## config.mk

```make
export PLATFORM = sky130hd
export DESIGN_NAME = hast_role
export DESIGN_NICKNAME = d
export VERILOG_FILES = /design/src/hast_pkg.sv /design/src/slice_receiver.sv /design/src/result_sender.sv /design/src/role_sequencer.sv /design/src/softreg_block.sv /design/src/hast_role.sv
export VERILOG_INCLUDE_DIRS = /design/src /design/src/include
export SDC_FILE = /design/constraint.sdc
export NUM_CORES = 2
export LEC_CHECK = 0
export ABC_AREA = 1
export BUFFER_PORTS_ARGS = -buffer_cell sky130_fd_sc_hd__buf_2
export CAP_MARGIN = 20
export CORE_AREA = 3 3 576 578
export DETAILED_ROUTE_END_ITERATION = 10
export DIE_AREA = 0 0 579 581
export SETUP_SLACK_MARGIN = 0.15
export SLEW_MARGIN = 30
export SYNTH_ARGS = -nofsm -noshare
export SYNTH_HDL_FRONTEND = slang
export SYNTH_HIERARCHICAL = 1
export SYNTH_SLANG_ARGS = --single-unit
```

## constraint.sdc

```tcl
create_clock -name clk -period 7.3 [get_ports clk]
set_input_delay 0.365 -clock clk [delete_from_list [all_inputs] [get_ports clk]]
set_output_delay 0.365 -clock clk [all_outputs]
set_load 0.02 [all_outputs]
```

## src/include/hast_defs.svh

```systemverilog
/* Widths, register map and reset defaults for the HastIp role.
   Included by the package and by every RTL file. */
`ifndef HAST_DEFS_SVH
`define HAST_DEFS_SVH

`define HAST_PCIE_DATA_WIDTH        128
`define HAST_SLOT_WIDTH             16
`define HAST_LINE_BYTES             64
`define HAST_BEATS_PER_LINE         4
`define HAST_MEM_ADDR_WIDTH         32
`define HAST_MEM_DATA_WIDTH         512
`define HAST_SOFTREG_ADDR_WIDTH     8
`define HAST_SOFTREG_DATA_WIDTH     64

// "HastIp", first character in the low byte
`define HAST_ROLE_ID                64'h0000_7049_7473_6148
`define HAST_ROLE_VERSION           64'd4
`define HAST_DEFAULT_SLOTS          8'd64
`define HAST_DEFAULT_BYTES_PER_SLOT 16'hFF80

`define HAST_REG_ID                 8'd0
`define HAST_REG_VERSION            8'd1
`define HAST_REG_SLOTS              8'd2
`define HAST_REG_SLOT_BYTES         8'd3
`define HAST_REG_WRITE_ADDR         8'd4
`define HAST_REG_READ_ADDR          8'd5
`define HAST_REG_CYCLES             8'd6
`define HAST_REG_ACCEPTED           8'd7
`define HAST_REG_RECEIVED           8'd8

`endif

```

## src/hast_pkg.sv

```systemverilog
/* Bus and record types shared by the role RTL and its testbench */
`default_nettype none
`include "hast_defs.svh"

package hast_pkg;

    typedef struct packed {
        logic                             valid;
        logic [`HAST_SLOT_WIDTH-1:0]      slot;
        logic [`HAST_PCIE_DATA_WIDTH-1:0] data;
        logic                             last;
    } pcie_packet_t;

    typedef struct packed {
        logic                            valid;
        logic                            is_write;
        logic [`HAST_MEM_ADDR_WIDTH-1:0] addr;
        logic [`HAST_MEM_DATA_WIDTH-1:0] data;
    } mem_req_t;

    typedef struct packed {
        logic                            valid;
        logic [`HAST_MEM_DATA_WIDTH-1:0] data;
    } mem_resp_t;

    typedef struct packed {
        logic                                valid;
        logic                                is_write;
        logic [`HAST_SOFTREG_ADDR_WIDTH-1:0] addr;
        logic [`HAST_SOFTREG_DATA_WIDTH-1:0] data;
    } softreg_req_t;

    typedef struct packed {
        logic                                valid;
        logic [`HAST_SOFTREG_DATA_WIDTH-1:0] data;
    } softreg_resp_t;

    // First beat of an inbound slice, member_id in bits 31:0
    typedef struct packed {
        logic [31:0] slice_count;
        logic [31:0] slice_index;
        logic [31:0] payload_cells;
        logic [31:0] member_id;
    } slice_header_t;

    typedef struct packed {
        logic [`HAST_MEM_ADDR_WIDTH-1:0] write_addr;
        logic [31:0]                     accepted_slices;
        logic [31:0]                     received_bytes;
    } load_status_t;

    typedef struct packed {
        logic [7:0]  allowed_slots;
        logic [15:0] bytes_per_slot;
    } role_config_t;

endpackage

`default_nettype wire

```

## src/slice_receiver.sv

```systemverilog
/* Load engine. Takes header-led slices from PCIe, packs beats into memory lines,
   writes each slice at its slot offset and answers with a two-beat acknowledge. */
`timescale 1ns/1ps
`default_nettype none
`include "hast_defs.svh"

module slice_receiver import hast_pkg::*; (
    input  wire logic          clk,
    input  wire logic          rst,
    input  wire logic          start,
    input  wire pcie_packet_t  pcie_in,
    input  wire role_config_t  cfg,
    input  wire logic          mem_req_grant,
    input  wire logic          pcie_grant,
    output logic               pcie_full,
    output mem_req_t           mem_req,
    output pcie_packet_t       pcie_out,
    output load_status_t       status,
    output slice_header_t      header,
    output logic               done
);

    typedef enum logic [2:0] {
        S_IDLE,
        S_HEADER,
        S_BEAT,
        S_WRITE,
        S_ACK0,
        S_ACK1,
        S_DONE
    } state_t;

    state_t                           state;
    slice_header_t                    in_hdr;
    logic [`HAST_SLOT_WIDTH-1:0]      hdr_slot;
    logic [1:0]                       beat;
    logic [`HAST_MEM_DATA_WIDTH-1:0]  line;
    logic                             line_last;
    logic                             taken;
    logic                             all_accepted;

    assign in_hdr = pcie_in.data;
    // Input is open only while waiting for a header or a data beat
    assign pcie_full = !(state == S_IDLE || state == S_HEADER || state == S_BEAT);
    assign taken = pcie_in.valid && !pcie_full;
    assign all_accepted = (status.accepted_slices == header.slice_count);
    assign done = (state == S_ACK1) && pcie_grant && all_accepted;

    always_ff @(posedge clk) begin
        if (rst) begin
            state <= S_IDLE;
            beat <= '0;
            status <= '0;
        end else begin
            case (state)
                S_IDLE, S_DONE: begin
                    if (start) begin
                        status <= '0;
                        state <= S_HEADER;
                    end
                end
                S_HEADER: begin
                    if (taken) begin
                        status.write_addr <= cfg.bytes_per_slot * in_hdr.slice_index;
                        status.accepted_slices <= status.accepted_slices + 32'd1;
                        beat <= '0;
                        state <= S_BEAT;
                    end
                end
                S_BEAT: begin
                    if (taken) begin
                        beat <= beat + 2'd1;
                        if (beat == 2'd3) begin
                            state <= S_WRITE;
                        end
                    end
                end
                S_WRITE: begin
                    if (mem_req_grant) begin
                        status.write_addr <= status.write_addr + `HAST_LINE_BYTES;
                        status.received_bytes <= status.received_bytes + `HAST_LINE_BYTES;
                        state <= line_last ? S_ACK0 : S_BEAT;
                    end
                end
                S_ACK0: begin
                    if (pcie_grant) begin
                        state <= S_ACK1;
                    end
                end
                S_ACK1: begin
                    if (pcie_grant) begin
                        state <= all_accepted ? S_DONE : S_HEADER;
                    end
                end
                default: state <= S_IDLE;
            endcase
        end
    end

    // Header and line payload
    always_ff @(posedge clk) begin
        if (state == S_HEADER && taken) begin
            header <= in_hdr;
            hdr_slot <= pcie_in.slot;
        end
        if (state == S_BEAT && taken) begin
            line[beat*`HAST_PCIE_DATA_WIDTH +: `HAST_PCIE_DATA_WIDTH] <= pcie_in.data;
            line_last <= pcie_in.last;
        end
    end

    always_comb begin
        mem_req.valid = (state == S_WRITE);
        mem_req.is_write = 1'b1;
        mem_req.addr = status.write_addr;
        mem_req.data = line;
    end

    // Acknowledge echoes the header, then a zero beat closes the packet
    always_comb begin
        pcie_out.valid = (state == S_ACK0) || (state == S_ACK1);
        pcie_out.slot = hdr_slot;
        pcie_out.data = (state == S_ACK0) ? header : slice_header_t'('0);
        pcie_out.last = (state == S_ACK1);
    end

    a_mem_req_stable: assert property (@(posedge clk) disable iff (rst)
        mem_req.valid && !mem_req_grant |=> $stable(mem_req));

    a_pcie_out_stable: assert property (@(posedge clk) disable iff (rst)
        pcie_out.valid && !pcie_grant |=> $stable(pcie_out));

endmodule

`default_nettype wire

```

## src/result_sender.sv

```systemverilog
/* Readback engine. Reads the loaded bytes back line by line and sends them as
   result slices, each led by a header, with the slot rotating over allowed_slots. */
`timescale 1ns/1ps
`default_nettype none
`include "hast_defs.svh"

module result_sender import hast_pkg::*; (
    input  wire logic                            clk,
    input  wire logic                            rst,
    input  wire logic                            start,
    input  wire role_config_t                    cfg,
    input  wire logic [`HAST_MEM_ADDR_WIDTH-1:0] total_bytes,
    input  wire logic [31:0]                     member_id,
    input  wire logic [31:0]                     payload_cells,
    input  wire logic                            mem_req_grant,
    input  wire mem_resp_t                       mem_resp,
    input  wire logic                            pcie_grant,
    output mem_req_t                             mem_req,
    output logic                                 mem_resp_grant,
    output pcie_packet_t                         pcie_out,
    output logic [`HAST_MEM_ADDR_WIDTH-1:0]      read_addr,
    output logic                                 done
);

    typedef enum logic [2:0] {
        T_IDLE,
        T_HEADER,
        T_RD_REQ,
        T_RD_WAIT,
        T_BEAT,
        T_NEXT
    } state_t;

    state_t                          state;
    logic [`HAST_SLOT_WIDTH-1:0]     slot;
    logic [31:0]                     slice_idx;
    logic [31:0]                     read_len;
    logic [1:0]                      beat;
    logic [31:0]                     remaining;
    logic [31:0]                     slot_bytes;
    logic [31:0]                     slice_bytes;
    logic                            final_line;
    logic                            line_sent;

    assign remaining = total_bytes - read_addr;
    assign slot_bytes = {16'd0, cfg.bytes_per_slot};
    assign slice_bytes = (remaining < slot_bytes) ? remaining : slot_bytes;
    // Read address and budget already advanced when the line was requested
    assign final_line = (read_addr == total_bytes) || (read_len == '0);
    assign line_sent = (state == T_BEAT) && (beat == 2'd3) && pcie_grant;
    assign mem_resp_grant = line_sent;
    assign done = (state == T_NEXT) && (read_addr == total_bytes);

    always_ff @(posedge clk) begin
        if (rst) begin
            state <= T_IDLE;
            read_addr <= '0;
            slot <= '0;
            slice_idx <= '0;
            read_len <= '0;
            beat <= '0;
        end else begin
            case (state)
                T_IDLE: begin
                    if (start) begin
                        read_addr <= '0;
                        slot <= '0;
                        slice_idx <= '0;
                        state <= T_HEADER;
                    end
                end
                T_HEADER: begin
                    if (pcie_grant) begin
                        read_len <= slice_bytes;
                        state <= T_RD_REQ;
                    end
                end
                T_RD_REQ: begin
                    if (mem_req_grant) begin
                        read_addr <= read_addr + `HAST_LINE_BYTES;
                        read_len <= read_len - `HAST_LINE_BYTES;
                        state <= T_RD_WAIT;
                    end
                end
                T_RD_WAIT: begin
                    if (mem_resp.valid) begin
                        beat <= '0;
                        state <= T_BEAT;
                    end
                end
                T_BEAT: begin
                    if (pcie_grant) begin
                        beat <= beat + 2'd1;
                    end
                    if (line_sent) begin
                        state <= final_line ? T_NEXT : T_RD_REQ;
                    end
                end
                T_NEXT: begin
                    if (slot + 16'd1 >= {8'd0, cfg.allowed_slots}) begin
                        slot <= '0;
                    end else begin
                        slot <= slot + 16'd1;
                    end
                    slice_idx <= slice_idx + 32'd1;
                    state <= (read_addr == total_bytes) ? T_IDLE : T_HEADER;
                end
                default: state <= T_IDLE;
            endcase
        end
    end

    always_comb begin
        mem_req.valid = (state == T_RD_REQ);
        mem_req.is_write = 1'b0;
        mem_req.addr = read_addr;
        mem_req.data = '0;
    end

    // Response data stays on the bus until the fourth beat is granted
    always_comb begin
        pcie_out.valid = (state == T_HEADER) || (state == T_BEAT);
        pcie_out.slot = slot;
        if (state == T_HEADER) begin
            pcie_out.data = {slice_bytes, slice_idx, payload_cells, member_id};
        end else begin
            pcie_out.data = mem_resp.data[beat*`HAST_PCIE_DATA_WIDTH +: `HAST_PCIE_DATA_WIDTH];
        end
        pcie_out.last = (state == T_BEAT) && (beat == 2'd3) && final_line;
    end

    a_one_access: assert property (@(posedge clk) disable iff (rst)
        mem_req.valid |-> !mem_resp.valid);

endmodule

`default_nettype wire

```

## src/role_sequencer.sv

```systemverilog
/* Phase control for the role. Starts the load and then the readback, and gives
   the memory and PCIe output ports to the engine of the current phase. */
`timescale 1ns/1ps
`default_nettype none
`include "hast_defs.svh"

module role_sequencer import hast_pkg::*; (
    input  wire logic          clk,
    input  wire logic          rst,
    input  wire logic          load_done,
    input  wire logic          send_done,
    input  wire mem_req_t      rx_mem_req,
    input  wire mem_req_t      tx_mem_req,
    input  wire pcie_packet_t  rx_pcie_out,
    input  wire pcie_packet_t  tx_pcie_out,
    input  wire logic          tx_mem_resp_grant,
    input  wire logic          mem_req_grant,
    input  wire logic          pcie_grant,
    output logic               load_start,
    output logic               send_start,
    output mem_req_t           mem_req,
    output logic               mem_resp_grant,
    output pcie_packet_t       pcie_out,
    output logic               rx_mem_req_grant,
    output logic               tx_mem_req_grant,
    output logic               rx_pcie_grant,
    output logic               tx_pcie_grant
);

    typedef enum logic [1:0] {
        P_IDLE,
        P_LOAD,
        P_SEND
    } phase_t;

    phase_t phase;
    logic   rx_owns;
    logic   tx_owns;

    always_ff @(posedge clk) begin
        if (rst) begin
            phase <= P_IDLE;
        end else begin
            case (phase)
                P_IDLE: phase <= P_LOAD;
                P_LOAD: phase <= load_done ? P_SEND : P_LOAD;
                P_SEND: phase <= send_done ? P_IDLE : P_SEND;
                default: phase <= P_IDLE;
            endcase
        end
    end

    assign rx_owns = (phase == P_LOAD);
    assign tx_owns = (phase == P_SEND);
    assign load_start = (phase == P_IDLE);
    // Readback starts on the edge that ends the load
    assign send_start = rx_owns && load_done;

    always_comb begin
        mem_req = '0;
        pcie_out = '0;
        if (rx_owns) begin
            mem_req = rx_mem_req;
            pcie_out = rx_pcie_out;
        end else if (tx_owns) begin
            mem_req = tx_mem_req;
            pcie_out = tx_pcie_out;
        end
    end

    assign mem_resp_grant = tx_owns && tx_mem_resp_grant;
    assign rx_mem_req_grant = rx_owns && mem_req_grant;
    assign tx_mem_req_grant = tx_owns && mem_req_grant;
    assign rx_pcie_grant = rx_owns && pcie_grant;
    assign tx_pcie_grant = tx_owns && pcie_grant;

    a_rx_quiet: assert property (@(posedge clk) disable iff (rst)
        !rx_owns |-> !rx_mem_req.valid && !rx_pcie_out.valid);

    a_tx_quiet: assert property (@(posedge clk) disable iff (rst)
        !tx_owns |-> !tx_mem_req.valid && !tx_pcie_out.valid);

endmodule

`default_nettype wire

```

## src/softreg_block.sv

```systemverilog
/* Soft register file. Holds the slot configuration, answers reads one cycle
   after the request and keeps a free-running cycle counter. */
`timescale 1ns/1ps
`default_nettype none
`include "hast_defs.svh"

module softreg_block import hast_pkg::*; (
    input  wire logic                            clk,
    input  wire logic                            rst,
    input  wire softreg_req_t                    softreg_req,
    input  wire load_status_t                    status,
    input  wire logic [`HAST_MEM_ADDR_WIDTH-1:0] read_addr,
    output softreg_resp_t                        softreg_resp,
    output role_config_t                         cfg
);

    logic [`HAST_SOFTREG_DATA_WIDTH-1:0] cycles;
    logic                                wr;
    logic                                rd;

    assign wr = softreg_req.valid && softreg_req.is_write;
    assign rd = softreg_req.valid && !softreg_req.is_write;

    always_ff @(posedge clk) begin
        if (rst) begin
            cycles <= '0;
        end else begin
            cycles <= cycles + 64'd1;
        end
    end

    always_ff @(posedge clk) begin
        if (rst) begin
            cfg.allowed_slots <= `HAST_DEFAULT_SLOTS;
            cfg.bytes_per_slot <= `HAST_DEFAULT_BYTES_PER_SLOT;
        end else if (wr) begin
            case (softreg_req.addr)
                `HAST_REG_SLOTS: begin
                    if (softreg_req.data[7:0] != 8'd0) begin
                        cfg.allowed_slots <= softreg_req.data[7:0];
                    end
                end
                // Whole lines per slot
                `HAST_REG_SLOT_BYTES: cfg.bytes_per_slot <= {softreg_req.data[15:6], 6'd0};
                default: ;
            endcase
        end
    end

    always_ff @(posedge clk) begin
        if (rst) begin
            softreg_resp.valid <= 1'b0;
        end else begin
            softreg_resp.valid <= rd;
        end
    end

    always_ff @(posedge clk) begin
        case (softreg_req.addr)
            `HAST_REG_ID:         softreg_resp.data <= `HAST_ROLE_ID;
            `HAST_REG_VERSION:    softreg_resp.data <= `HAST_ROLE_VERSION;
            `HAST_REG_SLOTS:      softreg_resp.data <= {56'd0, cfg.allowed_slots};
            `HAST_REG_SLOT_BYTES: softreg_resp.data <= {48'd0, cfg.bytes_per_slot};
            `HAST_REG_WRITE_ADDR: softreg_resp.data <= {32'd0, status.write_addr};
            `HAST_REG_READ_ADDR:  softreg_resp.data <= {32'd0, read_addr};
            `HAST_REG_CYCLES:     softreg_resp.data <= cycles;
            `HAST_REG_ACCEPTED:   softreg_resp.data <= {32'd0, status.accepted_slices};
            `HAST_REG_RECEIVED:   softreg_resp.data <= {32'd0, status.received_bytes};
            default:              softreg_resp.data <= '0;
        endcase
    end

endmodule

`default_nettype wire

```

## src/hast_role.sv

```systemverilog
/* Top of the HastIp role. Connects the load and readback engines, the phase
   sequencer and the soft registers to the PCIe, memory and register ports. */
`timescale 1ns/1ps
`default_nettype none
`include "hast_defs.svh"

module hast_role import hast_pkg::*; (
    input  wire logic          clk,
    input  wire logic          rst,
    input  wire pcie_packet_t  pcie_packet_in,
    input  wire logic          pcie_grant,
    input  wire logic          mem_req_grant,
    input  wire mem_resp_t     mem_resp,
    input  wire softreg_req_t  softreg_req,
    output logic               pcie_full,
    output pcie_packet_t       pcie_packet_out,
    output mem_req_t           mem_req,
    output logic               mem_resp_grant,
    output softreg_resp_t      softreg_resp
);

    logic                            load_start;
    logic                            send_start;
    logic                            load_done;
    logic                            send_done;
    mem_req_t                        rx_mem_req;
    mem_req_t                        tx_mem_req;
    pcie_packet_t                    rx_pcie_out;
    pcie_packet_t                    tx_pcie_out;
    logic                            tx_mem_resp_grant;
    logic                            rx_mem_req_grant;
    logic                            tx_mem_req_grant;
    logic                            rx_pcie_grant;
    logic                            tx_pcie_grant;
    role_config_t                    cfg;
    load_status_t                    status;
    slice_header_t                   header;
    logic [`HAST_MEM_ADDR_WIDTH-1:0] read_addr;

    slice_receiver u_slice_receiver (
        .clk(clk), .rst(rst), .start(load_start), .pcie_in(pcie_packet_in), .cfg(cfg),
        .mem_req_grant(rx_mem_req_grant), .pcie_grant(rx_pcie_grant),
        .pcie_full(pcie_full), .mem_req(rx_mem_req), .pcie_out(rx_pcie_out),
        .status(status), .header(header), .done(load_done)
    );

    result_sender u_result_sender (
        .clk(clk), .rst(rst), .start(send_start), .cfg(cfg),
        .total_bytes(status.received_bytes), .member_id(header.member_id),
        .payload_cells(header.payload_cells), .mem_req_grant(tx_mem_req_grant),
        .mem_resp(mem_resp), .pcie_grant(tx_pcie_grant), .mem_req(tx_mem_req),
        .mem_resp_grant(tx_mem_resp_grant), .pcie_out(tx_pcie_out),
        .read_addr(read_addr), .done(send_done)
    );

    role_sequencer u_role_sequencer (
        .clk(clk), .rst(rst), .load_done(load_done), .send_done(send_done),
        .rx_mem_req(rx_mem_req), .tx_mem_req(tx_mem_req),
        .rx_pcie_out(rx_pcie_out), .tx_pcie_out(tx_pcie_out),
        .tx_mem_resp_grant(tx_mem_resp_grant), .mem_req_grant(mem_req_grant),
        .pcie_grant(pcie_grant), .load_start(load_start), .send_start(send_start),
        .mem_req(mem_req), .mem_resp_grant(mem_resp_grant), .pcie_out(pcie_packet_out),
        .rx_mem_req_grant(rx_mem_req_grant), .tx_mem_req_grant(tx_mem_req_grant),
        .rx_pcie_grant(rx_pcie_grant), .tx_pcie_grant(tx_pcie_grant)
    );

    softreg_block u_softreg_block (
        .clk(clk), .rst(rst), .softreg_req(softreg_req), .status(status),
        .read_addr(read_addr), .softreg_resp(softreg_resp), .cfg(cfg)
    );

endmodule

`default_nettype wire

```

==> impl_metrics.tcl <==
set metrics [dict create \
    start_util_pct 23.6 \
    synthCells 10966 \
    vias 78823 \
    cts_made_buffers 141 \
    end_kind "register" \
    ff2ff_setup_slack_ns 0.95 \
    relSlewSlack_pct 22.1 \
    synth_commonest_cells "nand2_1, nor2_1, inv_1" \
    setup_tns_ns 0 \
    worstPathArrival_ns 7.05 \
    critPathLaunchType "register" \
    antenna_found_initial 155 \
    fillCellCount 36259 \
    synth_seq_cells 1012 \
    chipWidth_microns 579 \
    cts_resized 0 \
    cts_root_buf "clkbuf_16" \
    fin_area_sq_um 93200 \
    drive_gt1_share_pct 16.1 \
    skew_ns 0.0370 \
    synth.top_cell.area_share_pct 25.5 \
    die_h_microns 581 \
    r2r-start "u_softreg_block/cfg[15]" \
    grt_start_max_net_pins 158 \
    synth_area_leaders "edfxtp_1, nand2_1, dfxtp_1, fa_1, nor2_1" \
    synth_most_common_cell "nand2_1" \
    cp_max_fo 11 \
    r2r.worst_path.cells 19 \
    worst_slew_pin_slew_ns 1.17 \
    setup_viol 0 \
    period_share_pct 87.0 \
    drt-pass1-iter-count 9 \
    synth-seq-area-share_pct 34.7 \
    area_delta_synth_final_pct 20.6 \
    async_flop_share_pct 0 \
    synth_cell_types 64 \
    peakVddDrop_mv 0.575 \
    regArea_sq_um 26900 \
    dp_hpwl_mm 378 \
    hold_path_end "u_slice_receiver/header[60]" \
    crit_path_start "u_softreg_block/cfg[15]" \
    wirelength_mm 483 \
    grt.total_usage_pct 27.5 \
    place_area_sq_um 86100 \
    leakagePower_nw 45.0 \
    drtIter0Drc 8834 \
    die-area_sq_um 336000 \
    min_path_cells 1 \
    pin_count 1496 \
    reg2reg_to "u_slice_receiver/mem_req[536]" \
    critical_path_class "register to register" \
    cts_hold_buf 148 \
    clk_latency_ns 0.83 \
    maxSlewViolCount 0 \
    fin_cells 16934 \
    overflow 0 \
    clk_pin_slew_ns 0.06 \
    post_cts_buffers 0 \
    post-place-cells 16217 \
    htree_levels 4 \
    cts.sinks 1012 \
    syn_area_sq_um 77300 \
    grt_pass1_vias 72171 \
    grt_pass1_wl_mm 630 \
    core_sq_um 327000 \
    postSynthAreaPerCell_sq_um 7.05 \
    num_rows 210 \
    synth_edf_count 657 \
    routed_via_density 4.65 \
    period_minus_slack_ns 6.35 \
    status "finished clean" \
    fmax_mhz 157 \
    ant_nets 0 \
    rsz0062_at_grt "no" \
    portBuffers 1447 \
    synthFlopType "edfxtp_1" \
    yosys_warnings 6 \
    drv_cap 0 \
    multiInputGateArea_sq_um 40400 \
    hold_class "input port to register" \
    wl_per_cell_microns 28.5 \
    tritoncts "built" \
    hold_viol 0 \
    cellPowerDensity_nw_per_um2 292 \
    fin_nets 13340 \
    worst-endpoint-required_ns 8.00 \
    min_from "pcie_packet_in[61]" \
    drc_errors 0 \
    cts_buffer_depth 4 \
    place.gp.congestion 0.998 \
    synth.largest_area_cell "edfxtp_1" \
]
area by class of cell:
| class | instances | share of cell area, % |
|---|---|---|
| Sequential cell | 1012 | 28.8 |
| Clock inverter | 75 | 0.941 |
| Inverter | 1356 | 5.50 |
| Antenna cell | 315 | 0.846 |
| Multi-Input combinational cell | 7939 | 43.4 |
| Clock buffer | 174 | 4.14 |
| Tap cell | 4346 | 5.84 |
| Timing Repair Buffer | 1717 | 10.6 |
placed cells by master, fill, tap and decap left out, types with 12 or more instances in the layout:
master / n
diode_2: 315
a21oi_1: 304
o21ai_0: 453
buf_4: 104
nand2_2: 18
clkbuf_1: 20
bufinv_16: 14
nor2_1: 1492
nor2_2: 26
a31oi_1: 98
inv_2: 32
xor2_1: 43
fa_1: 304
edfxtp_1: 657
o211ai_1: 12
nor3_1: 164
dfxtp_1: 342
conb_1: 540
clkinv_2: 25
o22ai_1: 47
inv_1: 1312
or2_2: 24
a211oi_1: 14
clkbuf_16: 148
clkinv_1: 18
xnor2_1: 20
nor4_1: 24
nand2_1: 3000
nand3_1: 965
nor2_4: 17
buf_2: 1446
a221oi_1: 16
nand4_1: 97
dlygate4sd3_1: 148
ha_1: 132
critical path, cell delays in order (launching register included):
cell     delay, ns
dfxtp_1       1.03
nand2_1       0.22
fa_1          0.51
fa_1          0.49
inv_1         0.05
fa_1          0.51
fa_1          0.46
fa_1          0.52
inv_1         0.05
fa_1          0.47
inv_1         0.05
ha_1          0.35
a21oi_1       0.28
o21ai_0       0.13
a21oi_1       0.29
nand3_1       0.19
a21o_1        0.20
or2_2         0.27
nand3_1       0.07
a21oi_1       0.07
state kept, by name, summed over array words and instances, names as in the netlist:
signal and count:
u_slice_receiver/mem_req 32, u_softreg_block/cycles 64, u_slice_receiver/hdr_slot 16, u_result_sender/beat 2, u_slice_receiver/line 512, u_result_sender/state 3, u_slice_receiver/state 3, u_slice_receiver/header 128
u_softreg_block/cfg 18, u_result_sender/slice_idx 32, u_slice_receiver/beat 2, u_slice_receiver/status 58, u_result_sender/slot 16, u_role_sequencer/phase 2, u_slice_receiver/line_last 1, u_result_sender/read_addr 26
u_softreg_block/softreg_resp 65, u_result_sender/read_len 32
cell families (layout without fill, tap and decap cells):
logic type	after synthesis	in the layout	share of synthesized area, %
AOI/OAI and AO/OA	1019	1019	7.25
xor gates and xnor gates	63	63	0.714
adders and majority gates	436	436	10.0
buffers and inverters	2550	3322	15.7
DFF	1012	1012	34.7
other	5	855	0.0243
and+or+nand+nor	5881	5881	31.5
routing by layer:
metal  share of wire (%)  GRT usage [%]  up-vias
li1                    -              -    36280
met1                  35           30.5    37568
met2                  46           44.1     4020
met3                 9.0           6.93      903
met4                  10           23.2       52
met5               0.071              0        -
power by group:
| group | switching [mW] | leakage (nW) | total [mW] | internal, mW |
|---|---|---|---|---|
| Clock | 3.00 | 2.32 | 7.29 | 4.29 |
| Combinational | 9.05 | 33.8 | 13.3 | 4.20 |
| Sequential | 0.262 | 8.91 | 6.70 | 6.44 |
| Total | 12.3 | 45.0 | 27.2 | 14.9 |
worst max path at each step:
stage | slack [ns] | end
after floorplan | 0.28 | u_slice_receiver/line[0]
after global placement | 1.02 | u_slice_receiver/mem_req[529]
after detailed placement | 1.05 | u_slice_receiver/mem_req[529]
after CTS | 1.06 | u_slice_receiver/mem_req[543]
after global routing | 0.81 | u_slice_receiver/mem_req[543]
final | 0.95 | u_slice_receiver/mem_req[536]
stage by stage:
stage | setup WS [ns] | total power [mW] | hold slack (ns) | utilization [%]
global placement | 1.02 | 19.8 | 0.441 | 26.3
detailed placement | 1.05 | 19.7 | 0.444 | 26.3
global route | 0.808 | 29.1 | 0.00453 | 28.4
CTS | 1.06 | 27.2 | 0.00672 | 28.2
floorplan | 0.277 | 15.6 | 0.422 | -
finish | 0.947 | 27.2 | 0.0403 | 28.5
(Power assumes the default switching activity.)
